==> config.mk <==
export PLATFORM = sky130hd
export DESIGN_NAME = alu_pipe
export DESIGN_NICKNAME = d
export VERILOG_FILES = /design/src/design/alu_pkg.sv /design/src/design/stage_if.sv /design/src/design/alu_pipe.sv /design/src/design/flag_stage.sv /design/src/design/slice_stage.sv /design/src/design/operand_stage.sv /design/src/design/carry_lookahead.sv /design/src/design/alu_slice.sv
export SDC_FILE = /design/constraint.sdc
export NUM_CORES = 1
export LEC_CHECK = 0
export BUFFER_PORTS_ARGS = -buffer_cell sky130_fd_sc_hd__buf_2
export CAP_MARGIN = 10
export CORE_ASPECT_RATIO = 0.7
export CORE_MARGIN = 2
export CORE_UTILIZATION = 60
export CTS_BUF_LIST = sky130_fd_sc_hd__clkbuf_4
export DETAILED_ROUTE_END_ITERATION = 10
export PLACE_DENSITY = 0.81
export SYNTH_ARGS = -nofsm -noshare
export SYNTH_HDL_FRONTEND = slang
export SYNTH_SLANG_ARGS = --single-unit
==> constraint.sdc <==
create_clock -name clk -period 13.1 [get_ports clk]
set_input_delay 2.62 -clock clk [delete_from_list [all_inputs] [get_ports clk]]
set_output_delay 2.62 -clock clk [all_outputs]
set_load 0.01 [all_outputs]
==> src/design/alu_pkg.sv <==
`default_nettype none

package alu_pkg;

  // Every slice is this many bits wide. The slice carry logic assumes four.
  localparam int SLICE_WIDTH = 4;

  typedef enum logic [2:0] {
    alu_add  = 3'd0,
    alu_sub  = 3'd1,
    alu_and  = 3'd2,
    alu_or   = 3'd3,
    alu_xor  = 3'd4,
    alu_not  = 3'd5,
    alu_nop0 = 3'd6,
    alu_nop1 = 3'd7
  } alu_op_t;

  // Status flags of the final result.
  typedef struct packed {
    logic zero;
    logic carry;
    logic negative;
    logic overflow;
  } alu_flags_t;

  // True for the two opcodes that go through the adder.
  function automatic logic is_arith(alu_op_t op);
    return (op == alu_add) || (op == alu_sub);
  endfunction

endpackage

`default_nettype wire
==> src/design/stage_if.sv <==
`timescale 1ns/1ps
`default_nettype none

// Operation passed from the operand stage to the slice stage.
interface op_if import alu_pkg::*; #(
  parameter int NUM_SLICES = 4
) ();
  logic                            valid;
  alu_op_t                         op;
  logic [NUM_SLICES*SLICE_WIDTH-1:0] a;
  logic [NUM_SLICES*SLICE_WIDTH-1:0] b;

  modport src (output valid, op, a, b);
  modport dst (input valid, op, a, b);
endinterface

// Raw slice output passed from the slice stage to the flag stage.
interface result_if import alu_pkg::*; #(
  parameter int NUM_SLICES = 4
) ();
  logic                            valid;
  alu_op_t                         op;
  logic [NUM_SLICES*SLICE_WIDTH-1:0] result;
  logic                            carry_out;
  logic [NUM_SLICES-1:0]           slice_zero;
  logic                            a_msb;
  logic                            b_msb;

  modport src (output valid, op, result, carry_out, slice_zero, a_msb, b_msb);
  modport dst (input valid, op, result, carry_out, slice_zero, a_msb, b_msb);
endinterface

`default_nettype wire

==> src/design/alu_pipe.sv <==
`timescale 1ns/1ps
`default_nettype none

module alu_pipe import alu_pkg::*; #(
  parameter int NUM_SLICES = 4
) (
  input  logic                              clk,
  input  logic                              rst,
  input  logic                              in_valid,
  input  alu_op_t                           in_op,
  input  logic [NUM_SLICES*SLICE_WIDTH-1:0] in_a,
  input  logic [NUM_SLICES*SLICE_WIDTH-1:0] in_b,
  output logic                              out_valid,
  output logic [NUM_SLICES*SLICE_WIDTH-1:0] out_result,
  output alu_flags_t                        out_flags
);

  op_if #(.NUM_SLICES(NUM_SLICES)) op_bus ();
  result_if #(.NUM_SLICES(NUM_SLICES)) res_bus ();

  operand_stage #(
    .NUM_SLICES (NUM_SLICES)
  ) i_operand_stage (
    .clk      (clk),
    .rst      (rst),
    .in_valid (in_valid),
    .in_op    (in_op),
    .in_a     (in_a),
    .in_b     (in_b),
    .down     (op_bus.src)
  );

  slice_stage #(
    .NUM_SLICES (NUM_SLICES)
  ) i_slice_stage (
    .clk  (clk),
    .rst  (rst),
    .up   (op_bus.dst),
    .down (res_bus.src)
  );

  flag_stage #(
    .NUM_SLICES (NUM_SLICES)
  ) i_flag_stage (
    .clk        (clk),
    .rst        (rst),
    .up         (res_bus.dst),
    .out_valid  (out_valid),
    .out_result (out_result),
    .out_flags  (out_flags)
  );

endmodule

`default_nettype wire

==> src/design/flag_stage.sv <==
`timescale 1ns/1ps
`default_nettype none

module flag_stage import alu_pkg::*; #(
  parameter int NUM_SLICES = 4
) (
  input  logic                              clk,
  input  logic                              rst,
  result_if.dst                             up,
  output logic                              out_valid,
  output logic [NUM_SLICES*SLICE_WIDTH-1:0] out_result,
  output alu_flags_t                        out_flags
);

  localparam int WIDTH = NUM_SLICES * SLICE_WIDTH;

  logic       arith;
  logic       res_msb;
  alu_flags_t flags;

  assign arith   = is_arith(up.op);
  assign res_msb = up.result[WIDTH-1];

  always_comb begin
    flags.zero     = &up.slice_zero;
    flags.carry    = arith & up.carry_out;
    flags.negative = res_msb;
    // Signed overflow means operands of one sign gave a result of the other.
    flags.overflow = arith & (up.a_msb == up.b_msb) & (up.a_msb != res_msb);
  end

  always_ff @(posedge clk) begin
    if (rst) begin
      out_valid <= 1'b0;
      out_flags <= '0;
    end else begin
      out_valid <= up.valid;
      out_flags <= flags;
    end
  end

  always_ff @(posedge clk) begin
    out_result <= up.result;
  end

endmodule

`default_nettype wire

==> src/design/slice_stage.sv <==
`timescale 1ns/1ps
`default_nettype none

module slice_stage import alu_pkg::*; #(
  parameter int NUM_SLICES = 4
) (
  input  logic clk,
  input  logic rst,
  op_if.dst    up,
  result_if.src down
);

  localparam int WIDTH = NUM_SLICES * SLICE_WIDTH;

  logic              is_sub;
  logic [WIDTH-1:0]  b_eff;
  logic [WIDTH-1:0]  slice_out;
  logic [NUM_SLICES-1:0] prop;
  logic [NUM_SLICES-1:0] gen;
  logic [NUM_SLICES-1:0] zero;
  logic [NUM_SLICES:0]   carry;

  assign is_sub = (up.op == alu_sub);
  assign b_eff  = is_sub ? ~up.b : up.b;

  for (genvar i = 0; i < NUM_SLICES; i++) begin : g_slice
    alu_slice i_alu_slice (
      .a    (up.a[i*SLICE_WIDTH +: SLICE_WIDTH]),
      .b    (up.b[i*SLICE_WIDTH +: SLICE_WIDTH]),
      .op   (up.op),
      .c_in (carry[i]),
      .out  (slice_out[i*SLICE_WIDTH +: SLICE_WIDTH]),
      .prop (prop[i]),
      .gen  (gen[i]),
      .zero (zero[i])
    );
  end

  // The +1 of two's-complement subtraction enters at the bottom slice.
  carry_lookahead #(
    .NUM_SLICES (NUM_SLICES)
  ) i_carry_lookahead (
    .prop     (prop),
    .gen      (gen),
    .carry_in (is_sub),
    .carry    (carry)
  );

  always_ff @(posedge clk) begin
    if (rst) begin
      down.valid <= 1'b0;
    end else begin
      down.valid <= up.valid;
    end
  end

  always_ff @(posedge clk) begin
    down.op         <= up.op;
    down.result     <= slice_out;
    down.carry_out  <= carry[NUM_SLICES];
    down.slice_zero <= zero;
    down.a_msb      <= up.a[WIDTH-1];
    down.b_msb      <= b_eff[WIDTH-1];
  end

endmodule

`default_nettype wire

==> src/design/operand_stage.sv <==
`timescale 1ns/1ps
`default_nettype none

module operand_stage import alu_pkg::*; #(
  parameter int NUM_SLICES = 4
) (
  input  logic                              clk,
  input  logic                              rst,
  input  logic                              in_valid,
  input  alu_op_t                           in_op,
  input  logic [NUM_SLICES*SLICE_WIDTH-1:0] in_a,
  input  logic [NUM_SLICES*SLICE_WIDTH-1:0] in_b,
  op_if.src                                 down
);

  always_ff @(posedge clk) begin
    if (rst) begin
      down.valid <= 1'b0;
    end else begin
      down.valid <= in_valid;
    end
  end

  // Payload only loads on a valid strobe, so idle cycles keep the last operands.
  always_ff @(posedge clk) begin
    if (in_valid) begin
      down.op <= in_op;
      down.a  <= in_a;
      down.b  <= in_b;
    end
  end

endmodule

`default_nettype wire

==> src/design/carry_lookahead.sv <==
`timescale 1ns/1ps
`default_nettype none

module carry_lookahead #(
  parameter int NUM_SLICES = 4
) (
  input  logic [NUM_SLICES-1:0] prop,
  input  logic [NUM_SLICES-1:0] gen,
  input  logic                  carry_in,
  output logic [NUM_SLICES:0]   carry
);

  // Each carry is the OR of every lower generate term that can propagate up
  // to it, plus the incoming carry if all lower slices propagate.
  always_comb begin
    logic acc;
    logic run;
    carry[0] = carry_in;
    for (int i = 0; i < NUM_SLICES; i++) begin
      acc = gen[i];
      run = prop[i];
      for (int j = i - 1; j >= 0; j--) begin
        acc = acc | (run & gen[j]);
        run = run & prop[j];
      end
      carry[i+1] = acc | (run & carry_in);
    end
  end

endmodule

`default_nettype wire

==> src/design/alu_slice.sv <==
`timescale 1ns/1ps
`default_nettype none

module alu_slice import alu_pkg::*; (
  input  logic [SLICE_WIDTH-1:0] a,
  input  logic [SLICE_WIDTH-1:0] b,
  input  alu_op_t                op,
  input  logic                   c_in,
  output logic [SLICE_WIDTH-1:0] out,
  output logic                   prop,
  output logic                   gen,
  output logic                   zero
);

  logic [SLICE_WIDTH-1:0] b_eff;
  logic [SLICE_WIDTH:0]   raw_sum;

  // Subtraction adds the inverted operand; the +1 arrives through c_in.
  assign b_eff   = (op == alu_sub) ? ~b : b;
  assign raw_sum = {1'b0, a} + {1'b0, b_eff};

  always_comb begin
    prop = 1'b0;
    gen  = 1'b0;
    out  = '0;
    case (op)
      alu_add, alu_sub: begin
        out  = raw_sum[SLICE_WIDTH-1:0] + {{(SLICE_WIDTH-1){1'b0}}, c_in};
        // Propagate and generate come from the carry-free sum only.
        prop = (raw_sum[SLICE_WIDTH-1:0] == {SLICE_WIDTH{1'b1}});
        gen  = raw_sum[SLICE_WIDTH];
      end
      alu_and: out = a & b;
      alu_or:  out = a | b;
      alu_xor: out = a ^ b;
      alu_not: out = ~a;
      alu_nop0: out = '0;
      alu_nop1: out = '0;
      default: out = '0;
    endcase
  end

  assign zero = (out == '0);

endmodule

`default_nettype wire

=== Word-level counts from Yosys, hierarchy flattened ===
Cells that the tools add are included.

* Bits in registers: 84
* Logic and storage cells: 116

* Eq/ne operators: 14
* Mux-type cells: 17
* Add/subtract/negate cells: 8
* Bitwise operators: 50
* Reductions and logical operators: 10

{| class="wikitable"
|+ Operators by type and width
! operator !! number
|-
| 4-bit case mux with 6 select lines || 4
|-
| 4-bit inverter || 8
|-
| 4-bit by 4-bit adder with 5-bit output || 4
|-
| 1-bit bitwise AND || 19
|-
| 4-bit by 1-bit adder with 4-bit output || 4
|-
| 4-bit bitwise AND || 4
|-
| 4-bit == test, second input constant || 4
|-
| 4-bit logical NOT || 4
|-
| 16-bit 2-to-1 mux || 1
|-
| 4-bit 2-to-1 mux || 4
|-
| 16-bit inverter || 1
|-
| 4-bit bitwise OR || 4
|-
| 4-bit XOR || 4
|-
| 3-bit == test, second input constant || 4
|-
| 1-bit bitwise OR || 10
|-
| 1-bit 2-to-1 mux || 8
|-
| 3-bit by 1-bit == test with 1-bit output, second input constant || 2
|-
| 3-bit by 2-bit == test with 1-bit output, second input constant || 2
|-
| 3-bit logical NOT || 2
|-
| 4-bit AND reduction || 1
|-
| 2-bit OR reduction || 2
|-
| 1-bit == test || 1
|-
| 1-bit logical OR || 1
|-
| 1-bit != test || 1
|}

=== Logic depth before layout (Yosys ltp) ===
Gate-level depths: netlist of the first run.

* Depth after elaboration: 12
* Gate-level depth with buffers: 19

=== Modules after synthesis ===
Synthesis of the first run repeated with hierarchy kept, for this count alone.

* Cells, all modules: 413
* Area, all modules: 4655.7 um2

{| class="wikitable"
|+ By module, submodules not included
! module !! area an instance (um2) !! cells an instance !! seq. area each (um2) !! times used
|-
| alu_slice (i_slice_stage.g_slice[0].i_alu_slice ...) || 619.3 || 77 || 0.0 || 3
|-
| operand_stage || 1084.8 || 37 || 1071.0 || 1
|-
| alu_slice (i_slice_stage.g_slice[3].i_alu_slice) || 609.3 || 80 || 0.0 || 1
|-
| slice_stage || 574.3 || 30 || 540.5 || 1
|-
| flag_stage || 483.0 || 29 || 420.4 || 1
|-
| carry_lookahead || 46.3 || 6 || 0.0 || 1
|}

=== Least setup slack after synthesis of the first run ===
Ideal clock, no wire load.

* Path kind: reg2reg
* From: register i_operand_stage.down.op[1]
* To: register i_slice_stage.down.slice_zero[3]
* Arrival: 4.220 ns
* Stages on the path, launching flop included: 19
* Setup time: 0.092 ns
* Setup slack: 8.788 ns
* Cells stage by stage: edfxtp_1 -> buf_6 -> or3b_1 -> buf_6 -> buf_1 -> xnor2_1 -> ha_1 -> inv_1 -> fa_1 -> xor2_1 -> or4b_4 -> nor3_2 -> nor3_1 -> o32ai_1 -> ha_1 -> nor3b_1 -> xnor3_1 -> a22o_1 -> nor4_1

* Word-level cells in the longest chain between the ends: 12
* Elaborated cells on any way between the ends: 38
* Classes of those cells: add/sub: 5; eq/ne: 10; mux: 11; bitwise: 8; reduce/logical: 4

{| class="wikitable"
|+ RTL lines
! what !! line !! RTL
|-
| from (decl) || stage_if.sv:13 || <nowiki>modport src (output valid, op, a, b);</nowiki>
|-
| from (signal assigned) || operand_stage.sv:27 || <nowiki>down.op <= in_op;</nowiki>
|-
| 3-bit by 1-bit == test with 1-bit output || slice_stage.sv:23, alu_slice.sv:19, alu_slice.sv:26 ||
|-
| 4-bit 2-to-1 mux || alu_slice.sv:19 || <nowiki>assign b_eff = (op == alu_sub) ? ~b : b;</nowiki>
|-
| 4-bit by 4-bit adder with 5-bit output || alu_slice.sv:20 || <nowiki>assign raw_sum = {1'b0, a} + {1'b0, b_eff};</nowiki>
|-
| 4-bit == test || alu_slice.sv:30 || <nowiki>prop = (raw_sum[SLICE_WIDTH-1:0] == {SLICE_WIDTH{1'b1}});</nowiki>
|-
| 1-bit 2-to-1 mux || alu_slice.sv:26 || <nowiki>case (op)</nowiki>
|-
| 1-bit bitwise AND (on tied branches) || carry_lookahead.sv:23, carry_lookahead.sv:24 ||
|-
| 1-bit bitwise OR (tied with other cells) || carry_lookahead.sv:23 || <nowiki>acc = acc | (run & gen[j]);</nowiki>
|-
| 1-bit bitwise OR / 1-bit bitwise AND (equally long branches) || carry_lookahead.sv:23, carry_lookahead.sv:26 ||
|-
| 1-bit bitwise OR || carry_lookahead.sv:26 || <nowiki>carry[i+1] = acc | (run & carry_in);</nowiki>
|-
| 4-bit by 1-bit adder with 4-bit output || alu_slice.sv:28 || <nowiki>out = raw_sum[SLICE_WIDTH-1:0] + {{(SLICE_WIDTH-1){1'b0}}, c_in};</nowiki>
|-
| 4-bit case mux with 6 select lines * || alu_slice.sv:26 ||
|-
| net i_slice_stage.g_slice[3].i_alu_slice.out[3] || alu_slice.sv:9 || <nowiki>output logic [SLICE_WIDTH-1:0] out,</nowiki>
|-
| 4-bit logical NOT * || alu_slice.sv:43 || <nowiki>assign zero = (out == '0);</nowiki>
|-
| net i_slice_stage.g_slice[3].i_alu_slice.zero || alu_slice.sv:12 || <nowiki>output logic zero</nowiki>
|-
| to (signal assigned) || slice_stage.sv:61 || <nowiki>down.slice_zero <= zero;</nowiki>
|-
| to (decl) || stage_if.sv:29 || <nowiki>modport src (output valid, op, result, carry_out, slice_zero, a_msb, b_msb);</nowiki>
|}

The timed path passes the listed nets; every way through them passes the cells marked *.
A chain may end at the register's enable or synchronous reset.

=== Worst setup path in the final report of the first run ===
Same ends and word-level chain as after synthesis.

==> flow_summary.html, run 1 <==
<table>
<tr><th>Metric</th><th>Value</th></tr>
<tr><th colspan="2">Setup path</th></tr>
<tr><td>RR Startpoint</td><td>i_operand_stage.down.op[1]</td></tr>
<tr><td>Most common cell on crit path</td><td>sky130_fd_sc_hd__ha_1</td></tr>
<tr><td>Slowest Stage Delay on Critical Path</td><td>0.71 ns</td></tr>
<tr><td>Critical path data required time</td><td>13.43 ns</td></tr>
<tr><td>Crit path kind</td><td>flop to flop</td></tr>
<tr><td>Critical path startpoint category</td><td>flop</td></tr>
<tr><td>End of the worst register-to-register path</td><td>i_slice_stage.down.slice_zero[3]</td></tr>
<tr><td>Launch point of the critical path</td><td>i_operand_stage.down.op[1]</td></tr>
<tr><td>Endpoint arrival time on the critical path</td><td>4.90 ns</td></tr>
<tr><td>Critical Path Sink</td><td>i_slice_stage.down.slice_zero[3]</td></tr>
<tr><td>Critical Path Slowest Stage Cell</td><td>sky130_fd_sc_hd__edfxtp_1</td></tr>
<tr><td>Sequence of cells on the critical path</td><td>or3b_1 &gt; xnor2_1 &gt; ha_1 &gt; inv_1 &gt; fa_1 &gt; xor2_1 &gt; or4b_4 &gt; nor3_2 &gt; nor3_1 &gt; o32ai_1 &gt; ha_1 &gt; nor3b_1 &gt; xnor3_1 &gt; a22o_1 &gt; nor4_1</td></tr>
<tr><td>Setup crit end kind</td><td>flop</td></tr>
<tr><td>Cell depth of the worst flop-to-flop path</td><td>15</td></tr>
<tr><td>Flop2flop setup slack</td><td>8.54 ns</td></tr>
<tr><td>Top fanout value on the critical path</td><td>19</td></tr>
<tr><th colspan="2">Yosys</th></tr>
<tr><td>Post-Syn Instances</td><td>377</td></tr>
<tr><td>Ys flop type</td><td>sky130_fd_sc_hd__dfxtp_1</td></tr>
<tr><td>Area share of the largest cell type after synthesis</td><td>24.6%</td></tr>
<tr><td>Top area cells in the synthesized netlist</td><td>sky130_fd_sc_hd__edfxtp_1, sky130_fd_sc_hd__dfxtp_1, sky130_fd_sc_hd__ha_1</td></tr>
<tr><td>Biggest area consumer among synthesized cells</td><td>sky130_fd_sc_hd__edfxtp_1</td></tr>
<tr><td>Register bit count reported by yosys</td><td>83</td></tr>
<tr><td>Per-instance average area after synthesis</td><td>11.3 um^2</td></tr>
<tr><td>Number of warnings issued by yosys</td><td>0</td></tr>
<tr><td>Fraction of synthesis flops using an asynchronous set or reset pin</td><td>0%</td></tr>
<tr><td>Number of enable-type register cells in the synthesized netlist</td><td>35</td></tr>
<tr><td>Post-synthesis instance area</td><td>4270 um^2</td></tr>
<tr><td>Net count after synthesis</td><td>474</td></tr>
<tr><td>Unique cell type count in the Yosys netlist</td><td>47</td></tr>
<tr><td>Portion of the post-synthesis area used by sequential elements</td><td>47.1%</td></tr>
<tr><th colspan="2">Final layout</th></tr>
<tr><td>Leading cell types in the layout, fill and taps excluded</td><td>sky130_fd_sc_hd__buf_2, sky130_fd_sc_hd__ha_1, sky130_fd_sc_hd__inv_1, sky130_fd_sc_hd__dfxtp_1, sky130_fd_sc_hd__edfxtp_1</td></tr>
<tr><td>Post-synthesis to final-layout area growth</td><td>11.4%</td></tr>
<tr><td>Most frequent standard cell in the layout excluding fill and tap cells</td><td>sky130_fd_sc_hd__buf_2</td></tr>
<tr><td>Combined area of the multi-input logic cells</td><td>2000 um^2</td></tr>
<tr><td>Register area</td><td>2010 um^2</td></tr>
<tr><td>Final net count</td><td>531</td></tr>
<tr><td>Fraction of final layout cells sized beyond drive strength 1</td><td>19.4%</td></tr>
<tr><td>Antenna cells</td><td>0</td></tr>
<tr><td>Number of inserted filler cells in the final layout</td><td>520</td></tr>
<tr><th colspan="2">STA</th></tr>
<tr><td>Max-slew headroom</td><td>46.1%</td></tr>
<tr><td>Number of pins exceeding their max-slew limit in the final report</td><td>0</td></tr>
<tr><td>Worst Tran Pin Value</td><td>0.807 ns</td></tr>
<tr><td>Final period utilization</td><td>34.8%</td></tr>
<tr><td>Unrepaired setup endpoints after global routing</td><td>false</td></tr>
<tr><td>Endpoints failing hold</td><td>0</td></tr>
<tr><td>Fin Setup TNS</td><td>0 ns</td></tr>
<tr><td>Worst clock skew</td><td>0.0143 ns</td></tr>
<tr><td>Setup Viol. Count Final</td><td>0</td></tr>
<tr><td>Maximum clock rate</td><td>0.219 GHz</td></tr>
<tr><td>Shortest period the worst path allows</td><td>4.56 ns</td></tr>
<tr><th colspan="2">Place</th></tr>
<tr><td>Final weighted congestion of routability-driven global placement</td><td>0.933</td></tr>
<tr><td>HPWL after DPL</td><td>5960 um</td></tr>
<tr><td>Quantity of I/O buffers inserted on ports</td><td>58</td></tr>
<tr><th colspan="2">Power and ir drop</th></tr>
<tr><td>Internal power</td><td>0.424 mW</td></tr>
<tr><td>Total power of the final layout</td><td>0.621 mW</td></tr>
<tr><td>Power share of the clock group</td><td>21.5%</td></tr>
<tr><td>Combinational cell fraction of total power</td><td>26.5%</td></tr>
<tr><td>Cell area power density</td><td>131 nW/um^2</td></tr>
<tr><td>Proportion of power drawn by flip-flops and latches</td><td>52.1%</td></tr>
<tr><td>Power spent charging and discharging nets</td><td>0.197 mW</td></tr>
<tr><td>Largest vdd supply drop</td><td>58.7 uV</td></tr>
<tr><td>Fraction of power spent switching nets</td><td>31.7%</td></tr>
<tr><td>Leakage power of the design</td><td>2.26 nW</td></tr>
<tr><th colspan="2">Drt</th></tr>
<tr><td>Top metal layer carrying routed signals</td><td>met4</td></tr>
<tr><td>Routed wire length on met3</td><td>560 um</td></tr>
<tr><td>Drt total wl</td><td>7870 um</td></tr>
<tr><td>Routed wl met2</td><td>3530 um</td></tr>
<tr><td>Average vias per placed instance</td><td>5.42</td></tr>
<tr><td>Routed met1 length</td><td>3710 um</td></tr>
<tr><td>Number of DRC violations after detailed-routing iteration 0</td><td>181</td></tr>
<tr><td>Number of vias in the routed layout</td><td>2889</td></tr>
<tr><td>Number of nets with antenna violations after detailed routing</td><td>0</td></tr>
<tr><td>DRC</td><td>0</td></tr>
<tr><td>Wire length per cell</td><td>14.8 um</td></tr>
<tr><td>Initial DRT Pass Iterations</td><td>5</td></tr>
<tr><th colspan="2">GRT</th></tr>
<tr><td>Number of antenna violations at the first check in global routing</td><td>0</td></tr>
<tr><td>Overall fraction of global-route tracks in use</td><td>21.8%</td></tr>
<tr><td>Wire length of the first global-routing pass</td><td>13000 um</td></tr>
<tr><td>Via count of the first global-routing pass</td><td>2745</td></tr>
<tr><td>GR Overflow Total</td><td>0</td></tr>
<tr><td>Pin count of the biggest net entering global routing</td><td>48</td></tr>
<tr><th colspan="2">Floorplanning</th></tr>
<tr><td>Initial Utilization</td><td>62.6%</td></tr>
<tr><td>Rows</td><td>25</td></tr>
<tr><td>Vertical die dimension</td><td>74.6 um</td></tr>
<tr><td>Die outline area</td><td>7810 um^2</td></tr>
<tr><td>Die width</td><td>105 um</td></tr>
<tr><td>Top Ports</td><td>59</td></tr>
<tr><td>Core outline area</td><td>6820 um^2</td></tr>
<tr><th colspan="2">Clock tree</th></tr>
<tr><td>Later-pin clock latency in the skew report</td><td>0.43 ns</td></tr>
<tr><td>Buffers from clock root to sink, at most</td><td>2</td></tr>
<tr><td>Number of instances resized during post-cts repair</td><td>0</td></tr>
<tr><td>Inserted Clock Buffers</td><td>9</td></tr>
<tr><td>Hold_buf cts</td><td>0</td></tr>
<tr><td>Count of buffers added by post-CTS timing repair for setup</td><td>0</td></tr>
<tr><td>Clock-pin transition on the worst setup and hold timing paths</td><td>0.14 ns</td></tr>
<tr><td>Clk Tree Root Cell</td><td>sky130_fd_sc_hd__clkbuf_4</td></tr>
<tr><td>H-tree Lvls</td><td>3</td></tr>
<tr><td>Sink Count</td><td>83</td></tr>
<tr><td>CTS tree</td><td>done</td></tr>
<tr><th colspan="2">Flow run</th></tr>
<tr><td>Number of max-capacitance violations reported</td><td>0</td></tr>
<tr><th colspan="2">Min path</th></tr>
<tr><td>Kind of path behind the tightest hold check</td><td>flop to flop</td></tr>
<tr><th colspan="2">Status</th></tr>
<tr><td>Run status</td><td>complete, no violations</td></tr>
</table>
-- stage by stage --
step	cell area (um^2)	utilization, %	setup slack (ns)	instances	hold WS, ns
global route	4750	69.7	8.21	533	0.346
global placement	4620	67.8	8.81	517	0.311
finish	4750	69.7	8.54	533	0.335
CTS	4750	69.7	8.56	533	0.341
floorplan	4270	-	8.79	377	0.310
detailed placement	4620	67.8	8.60	517	0.312
-- power groups by stage --
stage          registers (mW)  clock network [mW]  logic [mW]
6_report                0.323               0.133       0.164
5_1_grt                 0.327               0.149       0.184
4_1_cts                 0.324               0.138       0.164
3_5_place_dp            0.330                   0       0.162
3_3_place_gp            0.328                   0       0.158
2_1_floorplan           0.329                   0       0.113
-- cell type report --
type	count	area share (%)
Inverter	50	3.95
Sequential cell	83	42.3
Timing Repair Buffer	60	6.42
Clock buffer	9	1.42
Multi-Input combinational cell	230	42.1
Clock inverter	7	1.32
Tap cell	94	2.47
-- cell families after synthesis --
group,Yosys count,synth area share [%]
AO/OA/AOI/OAI,68,10.9
flip-flops,83,47.1
AND/OR/NAND/NOR,63,8.18
buffers and inverters,64,5.98
XOR/XNOR,31,7.65
adder cells (fa/ha/maj),59,18.0
multiplexers,9,2.14
-- worst min path at each step --
| stage | startpoint | to | slack [ns] | depth (start not counted) |
|---|---|---|---|---|
| 6_report | i_slice_stage.down.result[10] | i_flag_stage.out_result[10] | 0.33 | 0 |
| 3_3_place_gp | i_slice_stage.down.result[3] | i_flag_stage.out_result[3] | 0.31 | 0 |
| 2_1_floorplan | i_slice_stage.down.result[0] | i_flag_stage.out_result[0] | 0.31 | 0 |
| 5_1_grt | i_slice_stage.down.result[0] | i_flag_stage.out_result[0] | 0.35 | 0 |
| 4_1_cts | i_slice_stage.down.result[10] | i_flag_stage.out_result[10] | 0.34 | 0 |
| 3_5_place_dp | i_slice_stage.down.result[11] | i_flag_stage.out_result[11] | 0.31 | 0 |
-- sequential cells by signal, indices dropped and copies added (netlist names) --
signal and flops:
i_flag_stage.out_result 16, i_operand_stage.down.a 16, i_operand_stage.down.b 16, i_slice_stage.down.result 16, i_flag_stage.out_flags 4, i_slice_stage.down.slice_zero 4, i_operand_stage.down.op 3, i_slice_stage.down.op 2
i_flag_stage.out_valid 1, i_operand_stage.down.valid 1, i_slice_stage.down.a_msb 1, i_slice_stage.down.b_msb 1, i_slice_stage.down.carry_out 1, i_slice_stage.down.valid 1
-- worst max-delay path: cells and delay by family, from the launching register on --
family	cells	cell delay, ns
adder cells (fa/ha/maj)	3	0.80
AND/OR/NAND/NOR	6	1.81
flip-flops	1	0.71
XOR/XNOR	3	0.62
buffers and inverters	1	0.05
AO/OA/AOI/OAI	2	0.47
-- cells in the mapped netlist (2+ instances only) --
cell type,n
sky130_fd_sc_hd__clkbuf_1,10
sky130_fd_sc_hd__nand2_1,13
sky130_fd_sc_hd__a22o_1,3
sky130_fd_sc_hd__nand2b_1,3
sky130_fd_sc_hd__buf_1,2
sky130_fd_sc_hd__a221o_1,3
sky130_fd_sc_hd__nor2_1,14
sky130_fd_sc_hd__a21o_1,5
sky130_fd_sc_hd__nor4_1,4
sky130_fd_sc_hd__nor3b_1,4
sky130_fd_sc_hd__ha_1,55
sky130_fd_sc_hd__xor2_1,8
sky130_fd_sc_hd__and3_1,2
sky130_fd_sc_hd__nand4_1,2
sky130_fd_sc_hd__nor2b_1,9
sky130_fd_sc_hd__xnor3_1,4
sky130_fd_sc_hd__o221a_2,4
sky130_fd_sc_hd__xnor2_1,19
sky130_fd_sc_hd__nor3_1,3
sky130_fd_sc_hd__o21ai_0,12
sky130_fd_sc_hd__mux2i_1,8
sky130_fd_sc_hd__inv_1,50
sky130_fd_sc_hd__a21oi_1,16
sky130_fd_sc_hd__o221ai_1,3
sky130_fd_sc_hd__buf_6,2
sky130_fd_sc_hd__a221oi_1,4
sky130_fd_sc_hd__dfxtp_1,48
sky130_fd_sc_hd__fa_1,4
sky130_fd_sc_hd__o22ai_1,10
sky130_fd_sc_hd__edfxtp_1,35
sky130_fd_sc_hd__and2_1,2
-- routing by layer --
metal,GRT usage (%),vias to the layer above
met4,8.00,0
met1,29.3,1347
met3,5.43,8
met2,34.8,102
met5,0,-
li1,-,1432
Power figures use the tool's default switching activity.
==> inputs of run 2 (changes only) <==
--- a/config.mk
+++ b/config.mk
@@ -9,10 +9,10 @@
 export CAP_MARGIN = 10
 export CORE_ASPECT_RATIO = 0.7
 export CORE_MARGIN = 2
-export CORE_UTILIZATION = 60
+export CORE_UTILIZATION = 54
 export CTS_BUF_LIST = sky130_fd_sc_hd__clkbuf_4
 export DETAILED_ROUTE_END_ITERATION = 10
-export PLACE_DENSITY = 0.81
+export PLACE_DENSITY = 0.77
 export SYNTH_ARGS = -nofsm -noshare
 export SYNTH_HDL_FRONTEND = slang
 export SYNTH_SLANG_ARGS = --single-unit
==> constraint.sdc (replaced) <==
create_clock -name clk -period 4 [get_ports clk]
set_input_delay 0.8 -clock clk [delete_from_list [all_inputs] [get_ports clk]]
set_output_delay 0.8 -clock clk [all_outputs]
set_load 0.01 [all_outputs]
==> run 2 against run 1 <==
Against the previous run: clock skew down 0.0067 ns; fmax up 17%; worst setup slack worse by 8.4 ns; cell count up 2.4%; register-to-register slack worse by 8.4 ns; power rose to 3.6 times the previous value; wire length up 4.3%; clock-buffer cell count up 1; largest power group unchanged; clock power rose to 4.6 times the previous value; sequential cell count unchanged; first-iteration DRC count up 36%.
==> flow_summary.html, run 2 (synthesis gave the netlist of run 1 again) <==
<table>
<tr><th>Metric</th><th>Value</th></tr>
<tr><th colspan="2">Status</th></tr>
<tr><td>Run status</td><td>complete, no violations</td></tr>
<tr><th colspan="2">GRT</th></tr>
<tr><td>GR Overflow Total</td><td>0</td></tr>
<tr><td>Number of antenna violations at the first check in global routing</td><td>0</td></tr>
<tr><td>Pin count of the biggest net entering global routing</td><td>47</td></tr>
<tr><td>Wire length of the first global-routing pass</td><td>13300 um</td></tr>
<tr><td>Overall fraction of global-route tracks in use</td><td>20.8%</td></tr>
<tr><td>Via count of the first global-routing pass</td><td>2777</td></tr>
<tr><th colspan="2">Floorplanning</th></tr>
<tr><td>Die outline area</td><td>8640 um^2</td></tr>
<tr><td>Rows</td><td>27</td></tr>
<tr><td>Vertical die dimension</td><td>78.4 um</td></tr>
<tr><td>Top Ports</td><td>59</td></tr>
<tr><td>Initial Utilization</td><td>54.9%</td></tr>
<tr><td>Die width</td><td>110 um</td></tr>
<tr><td>Core outline area</td><td>7770 um^2</td></tr>
<tr><th colspan="2">Setup path</th></tr>
<tr><td>Endpoint arrival time on the critical path</td><td>4.25 ns</td></tr>
<tr><td>Most common cell on crit path</td><td>sky130_fd_sc_hd__ha_2</td></tr>
<tr><td>End of the worst register-to-register path</td><td>i_slice_stage.down.slice_zero[3]</td></tr>
<tr><td>Critical Path Slowest Stage Cell</td><td>sky130_fd_sc_hd__or4b_4</td></tr>
<tr><td>Crit path buf inv count</td><td>1</td></tr>
<tr><td>Top fanout value on the critical path</td><td>3</td></tr>
<tr><td>Critical path data required time</td><td>4.36 ns</td></tr>
<tr><td>Setup crit end kind</td><td>flop</td></tr>
<tr><td>Cell depth of the worst flop-to-flop path</td><td>15</td></tr>
<tr><td>Critical path startpoint category</td><td>flop</td></tr>
<tr><td>Sequence of cells on the critical path</td><td>or3b_4 &gt; xnor2_2 &gt; ha_2 &gt; inv_1 &gt; fa_2 &gt; xor2_1 &gt; or4b_4 &gt; nor3_4 &gt; nor3_2 &gt; o32ai_2 &gt; ha_2 &gt; nor3b_4 &gt; xnor3_1 &gt; a22o_1 &gt; nor4_2</td></tr>
<tr><td>Flop2flop setup slack</td><td>0.11 ns</td></tr>
<tr><td>Crit path max-delay family</td><td>simple AND/OR/NAND/NOR gates</td></tr>
<tr><td>Slowest Stage Delay on Critical Path</td><td>0.52 ns</td></tr>
<tr><td>Crit path kind</td><td>flop to flop</td></tr>
<tr><td>RR Startpoint</td><td>i_operand_stage.down.op[1]</td></tr>
<tr><th colspan="2">Power and ir drop</th></tr>
<tr><td>Cell area power density</td><td>454 nW/um^2</td></tr>
<tr><td>Proportion of power drawn by flip-flops and latches</td><td>46.8%</td></tr>
<tr><td>Largest vdd supply drop</td><td>283 uV</td></tr>
<tr><td>Internal power</td><td>1.60 mW</td></tr>
<tr><td>Power spent charging and discharging nets</td><td>0.644 mW</td></tr>
<tr><td>Power share of the clock group</td><td>27.1%</td></tr>
<tr><td>Combinational cell fraction of total power</td><td>26.1%</td></tr>
<tr><td>Leakage power of the design</td><td>2.33 nW</td></tr>
<tr><td>Fraction of power spent switching nets</td><td>28.7%</td></tr>
<tr><th colspan="2">Drt</th></tr>
<tr><td>Number of vias in the routed layout</td><td>2873</td></tr>
<tr><td>Average vias per placed instance</td><td>5.26</td></tr>
<tr><td>Initial DRT Pass Iterations</td><td>4</td></tr>
<tr><td>DRC</td><td>0</td></tr>
<tr><td>Drt total wl</td><td>8210 um</td></tr>
<tr><td>Number of nets with antenna violations after detailed routing</td><td>0</td></tr>
<tr><td>Number of DRC violations after detailed-routing iteration 0</td><td>247</td></tr>
<tr><td>Wire length per cell</td><td>15.0 um</td></tr>
<tr><th colspan="2">STA</th></tr>
<tr><td>Maximum clock rate</td><td>0.257 GHz</td></tr>
<tr><td>Shortest period the worst path allows</td><td>3.89 ns</td></tr>
<tr><td>Number of pins exceeding their max-slew limit in the final report</td><td>0</td></tr>
<tr><td>Setup Viol. Count Final</td><td>0</td></tr>
<tr><td>Final period utilization</td><td>97.3%</td></tr>
<tr><td>Post-route worst setup slack</td><td>0.108 ns</td></tr>
<tr><td>Worst clock skew</td><td>0.00762 ns</td></tr>
<tr><td>Max-slew headroom</td><td>46.8%</td></tr>
<tr><td>Worst Tran Pin Value</td><td>0.797 ns</td></tr>
<tr><td>Unrepaired setup endpoints after global routing</td><td>true</td></tr>
<tr><td>Endpoints failing hold</td><td>0</td></tr>
<tr><th colspan="2">Final layout</th></tr>
<tr><td>Post-synthesis to final-layout area growth</td><td>15.8%</td></tr>
<tr><td>Most frequent standard cell in the layout excluding fill and tap cells</td><td>sky130_fd_sc_hd__buf_2</td></tr>
<tr><td>Number of inserted filler cells in the final layout</td><td>659</td></tr>
<tr><td>Fraction of final layout cells sized beyond drive strength 1</td><td>23.1%</td></tr>
<tr><td>Final net count</td><td>537</td></tr>
<tr><td>Final Instance Area</td><td>4940 um^2</td></tr>
<tr><td>Antenna cells</td><td>0</td></tr>
<tr><td>Leading cell types in the layout, fill and taps excluded</td><td>sky130_fd_sc_hd__buf_2, sky130_fd_sc_hd__ha_1, sky130_fd_sc_hd__inv_1, sky130_fd_sc_hd__dfxtp_1, sky130_fd_sc_hd__edfxtp_1</td></tr>
<tr><th colspan="2">Place</th></tr>
<tr><td>Worst-case setup slack after placement</td><td>-0.0669 ns</td></tr>
<tr><td>Total placed instance area</td><td>4710 um^2</td></tr>
<tr><td>Final weighted congestion of routability-driven global placement</td><td>0.858</td></tr>
<tr><td>HPWL after DPL</td><td>6110 um</td></tr>
<tr><td>Quantity of I/O buffers inserted on ports</td><td>58</td></tr>
<tr><th colspan="2">Clock tree</th></tr>
<tr><td>CTS tree</td><td>done</td></tr>
<tr><td>Hold_buf cts</td><td>0</td></tr>
<tr><td>Inserted Clock Buffers</td><td>9</td></tr>
<tr><td>Count of buffers added by post-CTS timing repair for setup</td><td>0</td></tr>
<tr><td>Sink Count</td><td>83</td></tr>
<tr><td>Buffers from clock root to sink, at most</td><td>2</td></tr>
<tr><td>Later-pin clock latency in the skew report</td><td>0.44 ns</td></tr>
<tr><td>H-tree Lvls</td><td>3</td></tr>
<tr><td>Clock-pin transition on the worst setup and hold timing paths</td><td>0.12 ns</td></tr>
<tr><td>Clk Tree Root Cell</td><td>sky130_fd_sc_hd__clkbuf_4</td></tr>
<tr><th colspan="2">Flow run</th></tr>
<tr><td>Number of max-capacitance violations reported</td><td>0</td></tr>
<tr><th colspan="2">Min path</th></tr>
<tr><td>Min-Delay Endpoint</td><td>i_flag_stage.out_result[14]</td></tr>
<tr><td>Kind of path behind the tightest hold check</td><td>flop to flop</td></tr>
<tr><td>Origin of the worst min-delay path</td><td>i_slice_stage.down.result[14]</td></tr>
<tr><td>Number of cells on the worst hold path</td><td>0</td></tr>
</table>
[run 2: per-stage QoR]
step | hold WS, ns | cells | total power [mW] | setup TNS, ns | utilization [%]
2_1_floorplan | 0.310 | 377 | 1.46 | -0.0246 | -
3_3_place_gp | 0.312 | 530 | 1.61 | 0 | 60.6
3_5_place_dp | 0.312 | 530 | 1.64 | -0.0684 | 60.6
4_1_cts | 0.333 | 546 | 2.25 | 0 | 63.2
5_1_grt | 0.334 | 546 | 2.39 | -0.0608 | 63.6
6_report | 0.339 | 546 | 2.24 | 0 | 63.6
[run 2: worst max-delay path by stage]
stage / start / endpoint / slack (ns) / cells past startpoint
global placement: i_operand_stage.down.op[2] / i_slice_stage.down.slice_zero[3] / 0.14 / 14
floorplan: i_operand_stage.down.op[1] / i_slice_stage.down.slice_zero[3] / -0.02 / 18
global route: i_operand_stage.down.op[1] / i_slice_stage.down.slice_zero[3] / -0.06 / 15
CTS: i_operand_stage.down.op[2] / i_slice_stage.down.slice_zero[3] / 0.02 / 15
finish: i_operand_stage.down.op[1] / i_slice_stage.down.slice_zero[3] / 0.11 / 15
detailed placement: i_operand_stage.down.op[2] / i_slice_stage.down.slice_zero[3] / -0.07 / 14
[run 2: layer usage]
layer  routed length, um  GRT usage, %
met5                   0             0
met2                3760          32.2
met4                  56          6.00
met1                3720          28.4
met3                 670          6.23
[run 2: area by class of cell]
cell class              instances  area (um^2)  area share [%]
multi-input cells             230         2080            42.0
flip-flops and latches         83         2010            40.7
repair buffers                 66          354            7.16
inverters                      50          188            3.80
well taps                     101          126            2.56
clock inverters                 6          111            2.25
clock buffers                  10         75.1            1.52
[run 2: power groups by stage]
stage	logic [mW]	registers [mW]	clock network, mW
after floorplan	0.380	1.08	0
after global placement	0.542	1.07	0
after detailed placement	0.565	1.07	0
after CTS	0.571	1.05	0.625
after global routing	0.651	1.07	0.669
final	0.585	1.05	0.607
[run 2: what timing repair did]
action / CTS / global route
endpoints found under the setup margin: 2 / 2
endpoints found under the hold margin: 0 / 0
gates resized for setup: 3 / 6
pin swaps: 1 / 5
